## config.mk

```make
export PLATFORM = sky130hd
export DESIGN_NAME = bmu_decode_top
export DESIGN_NICKNAME = d
export VERILOG_FILES = /design/src/design/bmu_uop_pkg.sv /design/src/design/riscv_isa_pkg.sv /design/src/design/bmu_decode_lane.sv /design/src/design/bmu_decode_top.sv /design/src/design/bmu_uop_collector.sv /design/src/design/fetch_bundle_buffer.sv
export VERILOG_INCLUDE_DIRS = /design/src /design/src/design
export SDC_FILE = /design/constraint.sdc
export NUM_CORES = 1
export LEC_CHECK = 0
export ABC_AREA = 1
export ABC_CLOCK_PERIOD_IN_PS = 4480
export BUFFER_PORTS_ARGS = -buffer_cell sky130_fd_sc_hd__buf_2
export CAP_MARGIN = 20
export CORE_ASPECT_RATIO = 0.7
export CORE_UTILIZATION = 54
export CTS_CLUSTER_DIAMETER = 200
export CTS_CLUSTER_SIZE = 40
export DETAILED_ROUTE_END_ITERATION = 7
export PLACE_DENSITY_LB_ADDON = 0.08
export REMOVE_ABC_BUFFERS = 1
export SLEW_MARGIN = 20
export SYNTH_ARGS = -nofsm -noshare
export SYNTH_HDL_FRONTEND = slang
export SYNTH_SLANG_ARGS = --single-unit
export TNS_END_PERCENT = 1
```

## constraint.sdc

```tcl
create_clock -name clk_i -period 4.48 [get_ports clk_i]
set_input_delay 0.224 -clock clk_i [delete_from_list [all_inputs] [get_ports clk_i]]
set_output_delay 0.224 -clock clk_i [all_outputs]
set_load 0.005 [all_outputs]
```

## src/design/bmu_consts.svh

```systemverilog
`ifndef BMU_CONSTS_SVH
`define BMU_CONSTS_SVH

// Datapath and bundle geometry.
`define XLEN            32
`define REG_ADDR_W      5
`define DECODE_LANES    2
`define LANE_IDX_W      1

// Major opcodes of the integer register and immediate groups.
`define OPC_OP          7'b0110011
`define OPC_OP_IMM      7'b0010011

// Funct7 values of the bit-manipulation encodings.
`define F7_LOGIC_N      7'b0100000
`define F7_ROTATE       7'b0110000
`define F7_MINMAX       7'b0000101
`define F7_SHADD        7'b0010000
`define F7_BSET         7'b0010100
`define F7_BCLR         7'b0100100
`define F7_BINV         7'b0110100
`define F7_BEXT         7'b0100100

// Whole imm12 field of the byte operations.
`define IMM12_REV8      12'b011010011000
`define IMM12_ORCB      12'b001010000111

`endif

```

## src/design/bmu_uop_pkg.sv

```systemverilog
package bmu_uop_pkg;

    // One code per supported operation.
    typedef enum logic [4:0] {
        BMU_NONE = 5'd0,
        BMU_ANDN, BMU_ORN, BMU_XNOR,
        BMU_ROL, BMU_ROR,
        BMU_MIN, BMU_MINU, BMU_MAX, BMU_MAXU,
        BMU_SH1ADD, BMU_SH2ADD, BMU_SH3ADD,
        BMU_BSET, BMU_BCLR, BMU_BINV, BMU_BEXT,
        BMU_BSETI,
        BMU_BCLRI,
        BMU_BINVI,
        BMU_BEXTI,
        BMU_RORI,
        BMU_REV8,
        BMU_ORCB
    } bmu_op_t;

endpackage : bmu_uop_pkg

```

## src/design/riscv_isa_pkg.sv

```systemverilog
`include "bmu_consts.svh"

package riscv_isa_pkg;

    typedef logic [`REG_ADDR_W-1:0] reg_addr_t;

    typedef logic [6:0] opcode_t;
    typedef logic [2:0] funct3_t;
    typedef logic [6:0] funct7_t;

    // **************************************************
    // Instruction word, seen as R type or I type
    // **************************************************

    typedef union packed {
        struct packed {
            funct7_t   funct7;
            reg_addr_t rs2;    // Also the shift amount of the immediate forms.
            reg_addr_t rs1;
            funct3_t   funct3;
            reg_addr_t rd;
            opcode_t   opcode;
        } r;

        struct packed {
            logic [11:0] imm12;
            reg_addr_t   rs1;
            funct3_t     funct3;
            reg_addr_t   rd;
            opcode_t     opcode;
        } i;
    } instr_t;

endpackage : riscv_isa_pkg

```

## src/design/bmu_decode_lane.sv

```systemverilog
`include "bmu_consts.svh"

module bmu_decode_lane (
    input  logic                      clk_i,
    input  logic                      reset_i,
    input  logic                      load_i,
    input  riscv_isa_pkg::instr_t     instr_i,
    output bmu_uop_pkg::bmu_op_t      op_o,
    output riscv_isa_pkg::reg_addr_t  rs1_o,
    output riscv_isa_pkg::reg_addr_t  rs2_o,
    output riscv_isa_pkg::reg_addr_t  rd_o,
    output logic [`XLEN-1:0]          imm_o,
    output logic                      use_imm_o,
    output logic                      illegal_o
);

    bmu_uop_pkg::bmu_op_t     op_d;
    riscv_isa_pkg::reg_addr_t rs1_d;
    riscv_isa_pkg::reg_addr_t rs2_d;
    riscv_isa_pkg::reg_addr_t rd_d;
    logic [`XLEN-1:0]         imm_d;
    logic                     reg_form;
    logic                     shamt_form;
    logic                     illegal_d;

    // **************************************************
    // Combinational decode
    // **************************************************

    always_comb begin : decode
        op_d       = bmu_uop_pkg::BMU_NONE;
        reg_form   = 1'b0;
        shamt_form = 1'b0;

        // Major opcode is matched on bits 6:2 only.
        case ({instr_i.r.opcode[6:2], 2'b11})
            `OPC_OP: begin
                reg_form = 1'b1;
                case ({instr_i.r.funct7, instr_i.r.funct3})
                    {`F7_LOGIC_N, 3'b111}: op_d = bmu_uop_pkg::BMU_ANDN;
                    {`F7_LOGIC_N, 3'b110}: op_d = bmu_uop_pkg::BMU_ORN;
                    {`F7_LOGIC_N, 3'b100}: op_d = bmu_uop_pkg::BMU_XNOR;
                    {`F7_ROTATE,  3'b001}: op_d = bmu_uop_pkg::BMU_ROL;
                    {`F7_ROTATE,  3'b101}: op_d = bmu_uop_pkg::BMU_ROR;
                    {`F7_MINMAX,  3'b100}: op_d = bmu_uop_pkg::BMU_MIN;
                    {`F7_MINMAX,  3'b101}: op_d = bmu_uop_pkg::BMU_MINU;
                    {`F7_MINMAX,  3'b110}: op_d = bmu_uop_pkg::BMU_MAX;
                    {`F7_MINMAX,  3'b111}: op_d = bmu_uop_pkg::BMU_MAXU;
                    {`F7_SHADD,   3'b010}: op_d = bmu_uop_pkg::BMU_SH1ADD;
                    {`F7_SHADD,   3'b100}: op_d = bmu_uop_pkg::BMU_SH2ADD;
                    {`F7_SHADD,   3'b110}: op_d = bmu_uop_pkg::BMU_SH3ADD;
                    {`F7_BSET,    3'b001}: op_d = bmu_uop_pkg::BMU_BSET;
                    {`F7_BCLR,    3'b001}: op_d = bmu_uop_pkg::BMU_BCLR;
                    {`F7_BINV,    3'b001}: op_d = bmu_uop_pkg::BMU_BINV;
                    {`F7_BEXT,    3'b101}: op_d = bmu_uop_pkg::BMU_BEXT;
                    default:               reg_form = 1'b0;
                endcase
            end

            `OPC_OP_IMM: begin
                shamt_form = 1'b1;
                case ({instr_i.r.funct7, instr_i.r.funct3})
                    {`F7_BSET,   3'b001}: op_d = bmu_uop_pkg::BMU_BSETI;
                    {`F7_BCLR,   3'b001}: op_d = bmu_uop_pkg::BMU_BCLRI;
                    {`F7_BINV,   3'b001}: op_d = bmu_uop_pkg::BMU_BINVI;
                    {`F7_BEXT,   3'b101}: op_d = bmu_uop_pkg::BMU_BEXTI;
                    {`F7_ROTATE, 3'b101}: op_d = bmu_uop_pkg::BMU_RORI;
                    default: begin
                        shamt_form = 1'b0;
                        // Byte operations need the full immediate.
                        if ({instr_i.i.imm12, instr_i.i.funct3} == {`IMM12_REV8, 3'b101}) begin
                            op_d = bmu_uop_pkg::BMU_REV8;
                        end else if ({instr_i.i.imm12, instr_i.i.funct3} ==
                                     {`IMM12_ORCB, 3'b101}) begin
                            op_d = bmu_uop_pkg::BMU_ORCB;
                        end
                    end
                endcase
            end

            default: ;
        endcase

        rs1_d = (op_d != bmu_uop_pkg::BMU_NONE) ? instr_i.r.rs1 : '0;
        rd_d  = (op_d != bmu_uop_pkg::BMU_NONE) ? instr_i.r.rd : '0;
        rs2_d = reg_form ? instr_i.r.rs2 : '0;
        imm_d = shamt_form ? {{(`XLEN - `REG_ADDR_W){1'b0}}, instr_i.r.rs2} : '0;
    end : decode

    assign illegal_d = (instr_i.r.opcode[1:0] != 2'b11);  // Not a 32-bit encoding.

    // **************************************************
    // Micro-op register
    // **************************************************

    always_ff @(posedge clk_i) begin
        if (reset_i) begin
            op_o      <= bmu_uop_pkg::BMU_NONE;
            use_imm_o <= 1'b0;
            illegal_o <= 1'b0;
        end else if (load_i) begin
            op_o      <= op_d;
            use_imm_o <= shamt_form;
            illegal_o <= illegal_d;
        end
    end

    always_ff @(posedge clk_i) begin
        if (load_i) begin
            rs1_o <= rs1_d;
            rs2_o <= rs2_d;
            rd_o  <= rd_d;
            imm_o <= imm_d;
        end
    end

    // Immediate operand only for the shift-amount forms.
    a_imm_only_shamt: assert property (@(posedge clk_i) disable iff (reset_i)
        use_imm_o |-> op_o inside {bmu_uop_pkg::BMU_BSETI, bmu_uop_pkg::BMU_BCLRI,
                                   bmu_uop_pkg::BMU_BINVI, bmu_uop_pkg::BMU_BEXTI,
                                   bmu_uop_pkg::BMU_RORI});

endmodule : bmu_decode_lane

```

## src/design/bmu_decode_top.sv

```systemverilog
`include "bmu_consts.svh"

module bmu_decode_top (
    input  logic                                       clk_i,
    input  logic                                       reset_i,
    input  logic                                       bundle_req_i,
    input  riscv_isa_pkg::instr_t [`DECODE_LANES-1:0]  bundle_i,
    output logic                                       bundle_ack_o,
    output logic                                       uop_req_o,
    input  logic                                       uop_ack_i,
    output bmu_uop_pkg::bmu_op_t                       uop_op_o,
    output riscv_isa_pkg::reg_addr_t                   uop_rs1_o,
    output riscv_isa_pkg::reg_addr_t                   uop_rs2_o,
    output riscv_isa_pkg::reg_addr_t                   uop_rd_o,
    output logic [`XLEN-1:0]                           uop_imm_o,
    output logic                                       uop_use_imm_o,
    output logic                                       uop_illegal_o,
    output logic [`LANE_IDX_W-1:0]                     uop_lane_o
);

    logic                                          lane_load;
    logic                                          lanes_free;
    riscv_isa_pkg::instr_t [`DECODE_LANES-1:0]     lane_instr;
    bmu_uop_pkg::bmu_op_t [`DECODE_LANES-1:0]      lane_op;
    riscv_isa_pkg::reg_addr_t [`DECODE_LANES-1:0]  lane_rs1;
    riscv_isa_pkg::reg_addr_t [`DECODE_LANES-1:0]  lane_rs2;
    riscv_isa_pkg::reg_addr_t [`DECODE_LANES-1:0]  lane_rd;
    logic [`DECODE_LANES-1:0][`XLEN-1:0]           lane_imm;
    logic [`DECODE_LANES-1:0]                      lane_use_imm;
    logic [`DECODE_LANES-1:0]                      lane_illegal;

    fetch_bundle_buffer u_buffer (
        .clk_i        (clk_i),
        .reset_i      (reset_i),
        .bundle_req_i (bundle_req_i),
        .bundle_i     (bundle_i),
        .lanes_free_i (lanes_free),
        .bundle_ack_o (bundle_ack_o),
        .lane_load_o  (lane_load),
        .lane_instr_o (lane_instr)
    );

    for (genvar g = 0; g < `DECODE_LANES; g++) begin : g_lane
        bmu_decode_lane u_lane (
            .clk_i     (clk_i),
            .reset_i   (reset_i),
            .load_i    (lane_load),
            .instr_i   (lane_instr[g]),
            .op_o      (lane_op[g]),
            .rs1_o     (lane_rs1[g]),
            .rs2_o     (lane_rs2[g]),
            .rd_o      (lane_rd[g]),
            .imm_o     (lane_imm[g]),
            .use_imm_o (lane_use_imm[g]),
            .illegal_o (lane_illegal[g])
        );
    end

    bmu_uop_collector u_collector (
        .clk_i          (clk_i),
        .reset_i        (reset_i),
        .load_i         (lane_load),
        .lane_op_i      (lane_op),
        .lane_rs1_i     (lane_rs1),
        .lane_rs2_i     (lane_rs2),
        .lane_rd_i      (lane_rd),
        .lane_imm_i     (lane_imm),
        .lane_use_imm_i (lane_use_imm),
        .lane_illegal_i (lane_illegal),
        .uop_ack_i      (uop_ack_i),
        .lanes_free_o   (lanes_free),
        .uop_req_o      (uop_req_o),
        .uop_op_o       (uop_op_o),
        .uop_rs1_o      (uop_rs1_o),
        .uop_rs2_o      (uop_rs2_o),
        .uop_rd_o       (uop_rd_o),
        .uop_imm_o      (uop_imm_o),
        .uop_use_imm_o  (uop_use_imm_o),
        .uop_illegal_o  (uop_illegal_o),
        .uop_lane_o     (uop_lane_o)
    );

endmodule : bmu_decode_top

```

## src/design/bmu_uop_collector.sv

```systemverilog
`include "bmu_consts.svh"

module bmu_uop_collector (
    input  logic                                            clk_i,
    input  logic                                            reset_i,
    input  logic                                            load_i,
    input  bmu_uop_pkg::bmu_op_t [`DECODE_LANES-1:0]        lane_op_i,
    input  riscv_isa_pkg::reg_addr_t [`DECODE_LANES-1:0]    lane_rs1_i,
    input  riscv_isa_pkg::reg_addr_t [`DECODE_LANES-1:0]    lane_rs2_i,
    input  riscv_isa_pkg::reg_addr_t [`DECODE_LANES-1:0]    lane_rd_i,
    input  logic [`DECODE_LANES-1:0][`XLEN-1:0]             lane_imm_i,
    input  logic [`DECODE_LANES-1:0]                        lane_use_imm_i,
    input  logic [`DECODE_LANES-1:0]                        lane_illegal_i,
    input  logic                                            uop_ack_i,
    output logic                                            lanes_free_o,
    output logic                                            uop_req_o,
    output bmu_uop_pkg::bmu_op_t                            uop_op_o,
    output riscv_isa_pkg::reg_addr_t                        uop_rs1_o,
    output riscv_isa_pkg::reg_addr_t                        uop_rs2_o,
    output riscv_isa_pkg::reg_addr_t                        uop_rd_o,
    output logic [`XLEN-1:0]                                uop_imm_o,
    output logic                                            uop_use_imm_o,
    output logic                                            uop_illegal_o,
    output logic [`LANE_IDX_W-1:0]                          uop_lane_o
);

    localparam logic [`LANE_IDX_W-1:0] LAST_LANE = `LANE_IDX_W'(`DECODE_LANES - 1);

    logic                   busy_q;
    logic [`LANE_IDX_W-1:0] lane_q;

    always_ff @(posedge clk_i) begin
        if (reset_i) begin
            busy_q    <= 1'b0;
            lane_q    <= '0;
            uop_req_o <= 1'b0;
        end else if (load_i) begin
            busy_q    <= 1'b1;  // Start with lane 0.
            lane_q    <= '0;
            uop_req_o <= 1'b1;
        end else if (busy_q) begin
            if (uop_req_o && uop_ack_i) begin
                uop_req_o <= 1'b0;
            end else if (!uop_req_o && !uop_ack_i) begin
                // Handshake closed, next lane or done.
                if (lane_q == LAST_LANE) begin
                    busy_q <= 1'b0;
                end else begin
                    lane_q    <= lane_q + 1'b1;
                    uop_req_o <= 1'b1;
                end
            end
        end
    end

    assign lanes_free_o  = ~busy_q;
    assign uop_lane_o    = lane_q;
    assign uop_op_o      = lane_op_i[lane_q];  // Lanes hold while we drain.
    assign uop_rs1_o     = lane_rs1_i[lane_q];
    assign uop_rs2_o     = lane_rs2_i[lane_q];
    assign uop_rd_o      = lane_rd_i[lane_q];
    assign uop_imm_o     = lane_imm_i[lane_q];
    assign uop_use_imm_o = lane_use_imm_i[lane_q];
    assign uop_illegal_o = lane_illegal_i[lane_q];

    // Request only withdrawn once the sink has acknowledged.
    a_req_held_until_ack: assert property (@(posedge clk_i) disable iff (reset_i)
        $fell(uop_req_o) |-> $past(uop_ack_i));

endmodule : bmu_uop_collector

```

## src/design/fetch_bundle_buffer.sv

```systemverilog
`include "bmu_consts.svh"

module fetch_bundle_buffer (
    input  logic                                       clk_i,
    input  logic                                       reset_i,
    input  logic                                       bundle_req_i,
    input  riscv_isa_pkg::instr_t [`DECODE_LANES-1:0]  bundle_i,
    input  logic                                       lanes_free_i,
    output logic                                       bundle_ack_o,
    output logic                                       lane_load_o,
    output riscv_isa_pkg::instr_t [`DECODE_LANES-1:0]  lane_instr_o
);

    logic full_q;
    logic capture;

    riscv_isa_pkg::instr_t [`DECODE_LANES-1:0] bundle_q;

    assign capture     = bundle_req_i & ~bundle_ack_o & ~full_q;  // New request, slot empty.
    assign lane_load_o = full_q & lanes_free_i;

    always_ff @(posedge clk_i) begin
        if (reset_i) begin
            full_q       <= 1'b0;
            bundle_ack_o <= 1'b0;
        end else begin
            if (capture) begin
                full_q       <= 1'b1;
                bundle_ack_o <= 1'b1;
            end
            if (lane_load_o) begin
                full_q <= 1'b0;  // Handed to the lanes.
            end
            if (bundle_ack_o && !bundle_req_i) begin
                bundle_ack_o <= 1'b0;  // Return to zero.
            end
        end
    end

    always_ff @(posedge clk_i) begin
        if (capture) begin
            bundle_q <= bundle_i;
        end
    end

    assign lane_instr_o = bundle_q;

    // An acknowledge only ever follows a capture into an empty slot.
    a_no_capture_when_full: assert property (@(posedge clk_i) disable iff (reset_i)
        $rose(bundle_ack_o) |-> $past(!full_q) && full_q);

endmodule : fetch_bundle_buffer

```

==> flow_summary.toml <==
[timing]
layout_min_cycle_time_ns = 2.19
period_share_pct = 48.9
fmax_ghz = 0.457
hold_viol = 0
finalClockSkew_ns = 0.0155
setup_tns_ns = 0
setup_violations = 0
relSlewSlack_pct = 50.7
timing.final.max_slew_violations = 0
tightest_slew_ns = 0.739
rsz0062_at_grt = "false"

[layout]
final_util_pct = 75.3
areaGrowthSynthToFinish_pct = 32.0
nets = 833
diodes = 0
drive_gt1_share_pct = 23.9

[floorplan]
row_count = 30
die_area_sq_mm = 0.0110
die_w_microns = 125
fp.coreArea_sq_mm = 0.00998
start_util_pct = 57.1
ioPinCount = 125
fp.dieH_microns = 87.9

[worst_hold_path]
min-delay-start = "bundle_req_i"
hp-class = "primary input to flip-flop"
whs_endpoint = "u_buffer.bundle_ack_o$_SDFFE_PP0P_"
hold_path_depth = 3

[yosys]
yosysWarnings = 0
synth_area_per_cell_sq_um = 9.67
synth_common_cells = "nand2_1 (158), edfxtp_1 (104), inv_1 (73)"
ys_ff_latch = 123
yosysMostFrequentCell = "nand2_1"
synth_top_area_share_pct = 54.8
ys_types = 36
netlist_area_sq_mm = 0.00570
synthFlopType = "edfxtp_1"
netlist_top_cells_area = "edfxtp_1 (55%), nand2_1 (10%), dfxtp_1 (6.7%)"
synthCells = 589
synthArstFlopShare_pct = 0
synth_area_leader_cell = "edfxtp_1"
synth_edf_count = 104
seq_area_frac_synth_pct = 61.5

[route]
drtIter0Drc = 329
dr.pass1.iters = 7
routed_wl_microns = 12600
post_drt_wl_per_cell_microns = 13.9
antenna_left = 0
routed_via_density = 4.94
num_vias = 4477
drc = 26

[power]
power_w = 0.00308
ir_drop_uv = 270
p_leak_nw = 3.53
p_per_area_mw_per_mm2 = 410

[global_route]
grt.overflow.total = 0
grt_pass1_wl_microns = 20400
track_usage_pct = 24.6
grt_antenna_before_repair = 0
grt_max_degree = 48
grt_pass1_vias = 4343

[clock_network]
clkLatencyLatePin_ns = 0.42
clock_sinks = 123
clock-root-buffer = "clkbuf_16"
cts_tree = "yes"
htreeDepth = 4
ctsResizeCount = 0
cts_buffers = 17
post-cts-setup-buffer-count = 0
clkTransAtPathRegs_ns = 0.06
cts_buffer_depth = 2
cts_hold_buf = 63

[critical_path]
critPathCaptureType = "flip-flop"
r2r-end = "g_lane[1].u_lane.rs1_o[0]$_SDFFCE_PN0P_"
crit_buf_inv = 3
critical_path.top_delay_family = "simple AND/OR/NAND/NOR gates"
worstSetupPathType = "flip-flop to flip-flop"
reg2reg_depth = 10
crit_required_ns = 4.64
r2r_slack_ns = 2.29
cp_max_fo = 10
slowest_delay_ns = 0.47
reg2reg_from = "u_buffer.lane_instr_o[46]$_DFFE_PP_"
cp_slowest_cell = "edfxtp_1"
crit_chain = "nor2_2 -> inv_1 -> nor2_1 -> nand3b_2 -> nand2_1 -> inv_1 -> a21oi_1 -> nand3_4 -> nand2_1 -> inv_1"
cpMostUsedCell = "inv_1"
cp_data_arrival_time_ns = 2.35
cp-start-kind = "flip-flop"

[run_status]
violations = "DRC"
status = "complete, but fails checks"

[run]
cap_violations = 0

[placement]
portBuffers = 97
dp_hpwl_microns = 8060
globalplace.congestion = 0.939
-- power by group --
group	internal [W]	total, W	switching [W]
clock network	0.000898	0.00145	0.000552
registers	0.00133	0.00137	0.0000373
logic	0.000105	0.000264	0.000158
-- cell families (layout without fill, tap and decap cells) --
logic type,Yosys count,after routing,synth area share [%]
AO/OA/AOI/OAI,35,35,3.64
buffers and inverters,116,279,9.51
flip-flops,123,123,61.5
other,1,27,0.0658
AND/OR/NAND/NOR,314,314,25.3
-- worst reg2reg max path: cells and delay by family, from the launching register on --
family	cells	cell delay (ns)
simple gates	6	1.01
compound gates	1	0.28
buf+inv	3	0.18
flops	1	0.47
-- layer usage --
metal	global-route usage, %	up-vias	routed length [microns]
li1	-	2213	-
met3	5.62	13	841
met1	31.2	2048	5600
met5	0	-	0
met4	8.98	0	135
met2	42.3	203	6010
-- state kept, by name (all words and copies together), names as in the netlist --
signal,cells
u_buffer.lane_instr_o,64
g_lane.u_lane.imm_o,10
g_lane.u_lane.op_o,10
g_lane.u_lane.rd_o,10
g_lane.u_lane.rs1_o,10
g_lane.u_lane.rs2_o,10
g_lane.u_lane.illegal_o,2
g_lane.u_lane.use_imm_o,2
u_buffer.bundle_ack_o,1
u_buffer.full_q,1
u_collector.busy_q,1
u_collector.uop_lane_o,1
u_collector.uop_req_o,1
-- metrics by stage --
step / cell area [sq um] / hold slack, ns / std cells / setup WS, ns
2_1_floorplan: 5570 / 0.296 / 582 / 0.852
3_3_place_gp: 6250 / 0.400 / 810 / 2.42
3_5_place_dp: 6250 / 0.402 / 810 / 2.35
4_1_cts: 7510 / 0.00508 / 905 / 2.31
5_1_grt: 7520 / 0.0828 / 906 / 2.11
6_report: 7520 / 0.0716 / 906 / 2.29
-- layout make-up --
class / count / area (sq um)
clock inverter: 15 / 203
inverter: 83 / 317
clock buffer: 17 / 425
tap: 128 / 160
multi-input combinational: 376 / 1770
timing repair buffer: 164 / 1150
sequential: 123 / 3500
fill: 678 / 2460
-- layout by cell type, fill, tap and decap left out, types with 5 or more instances in the layout --
cell / Yosys / layout
nand2_2: 14 / 14
inv_1: 73 / 73
inv_2: 9 / 9
nor2_1: 70 / 68
nor3_1: 9 / 9
edfxtp_1: 104 / 104
a21oi_1: 5 / 5
nor2_2: 10 / 10
dfxtp_1: 19 / 19
nand2_1: 158 / 158
conb_1: 1 / 27
clkbuf_16: 0 / 17
nand3_1: 27 / 27
nand4_1: 7 / 7
buf_2: 0 / 97
o21ai_0: 19 / 19
nor2_4: 3 / 5
dlygate4sd3_1: 0 / 64
-- how the worst max path moves through the flow --
stage	start	endpoint	slack [ns]	cells after the start
final	u_buffer.lane_instr_o[46]$_DFFE_PP_	g_lane[1].u_lane.rs1_o[0]$_SDFFCE_PN0P_	2.29	10
after global routing	u_buffer.lane_instr_o[44]$_DFFE_PP_	g_lane[1].u_lane.rd_o[1]$_SDFFCE_PN0P_	2.11	12
after CTS	u_buffer.lane_instr_o[46]$_DFFE_PP_	g_lane[1].u_lane.rs1_o[0]$_SDFFCE_PN0P_	2.31	10
after detailed placement	u_buffer.lane_instr_o[46]$_DFFE_PP_	g_lane[1].u_lane.rs1_o[0]$_SDFFCE_PN0P_	2.35	10
after global placement	u_buffer.lane_instr_o[60]$_DFFE_PP_	g_lane[1].u_lane.rs1_o[2]$_SDFFCE_PN0P_	2.42	10
after floorplan	u_buffer.full_q$_SDFFE_PP0P_	u_buffer.lane_instr_o[0]$_DFFE_PP_	0.85	3
Note: power is estimated with default switching activity, not from simulation.
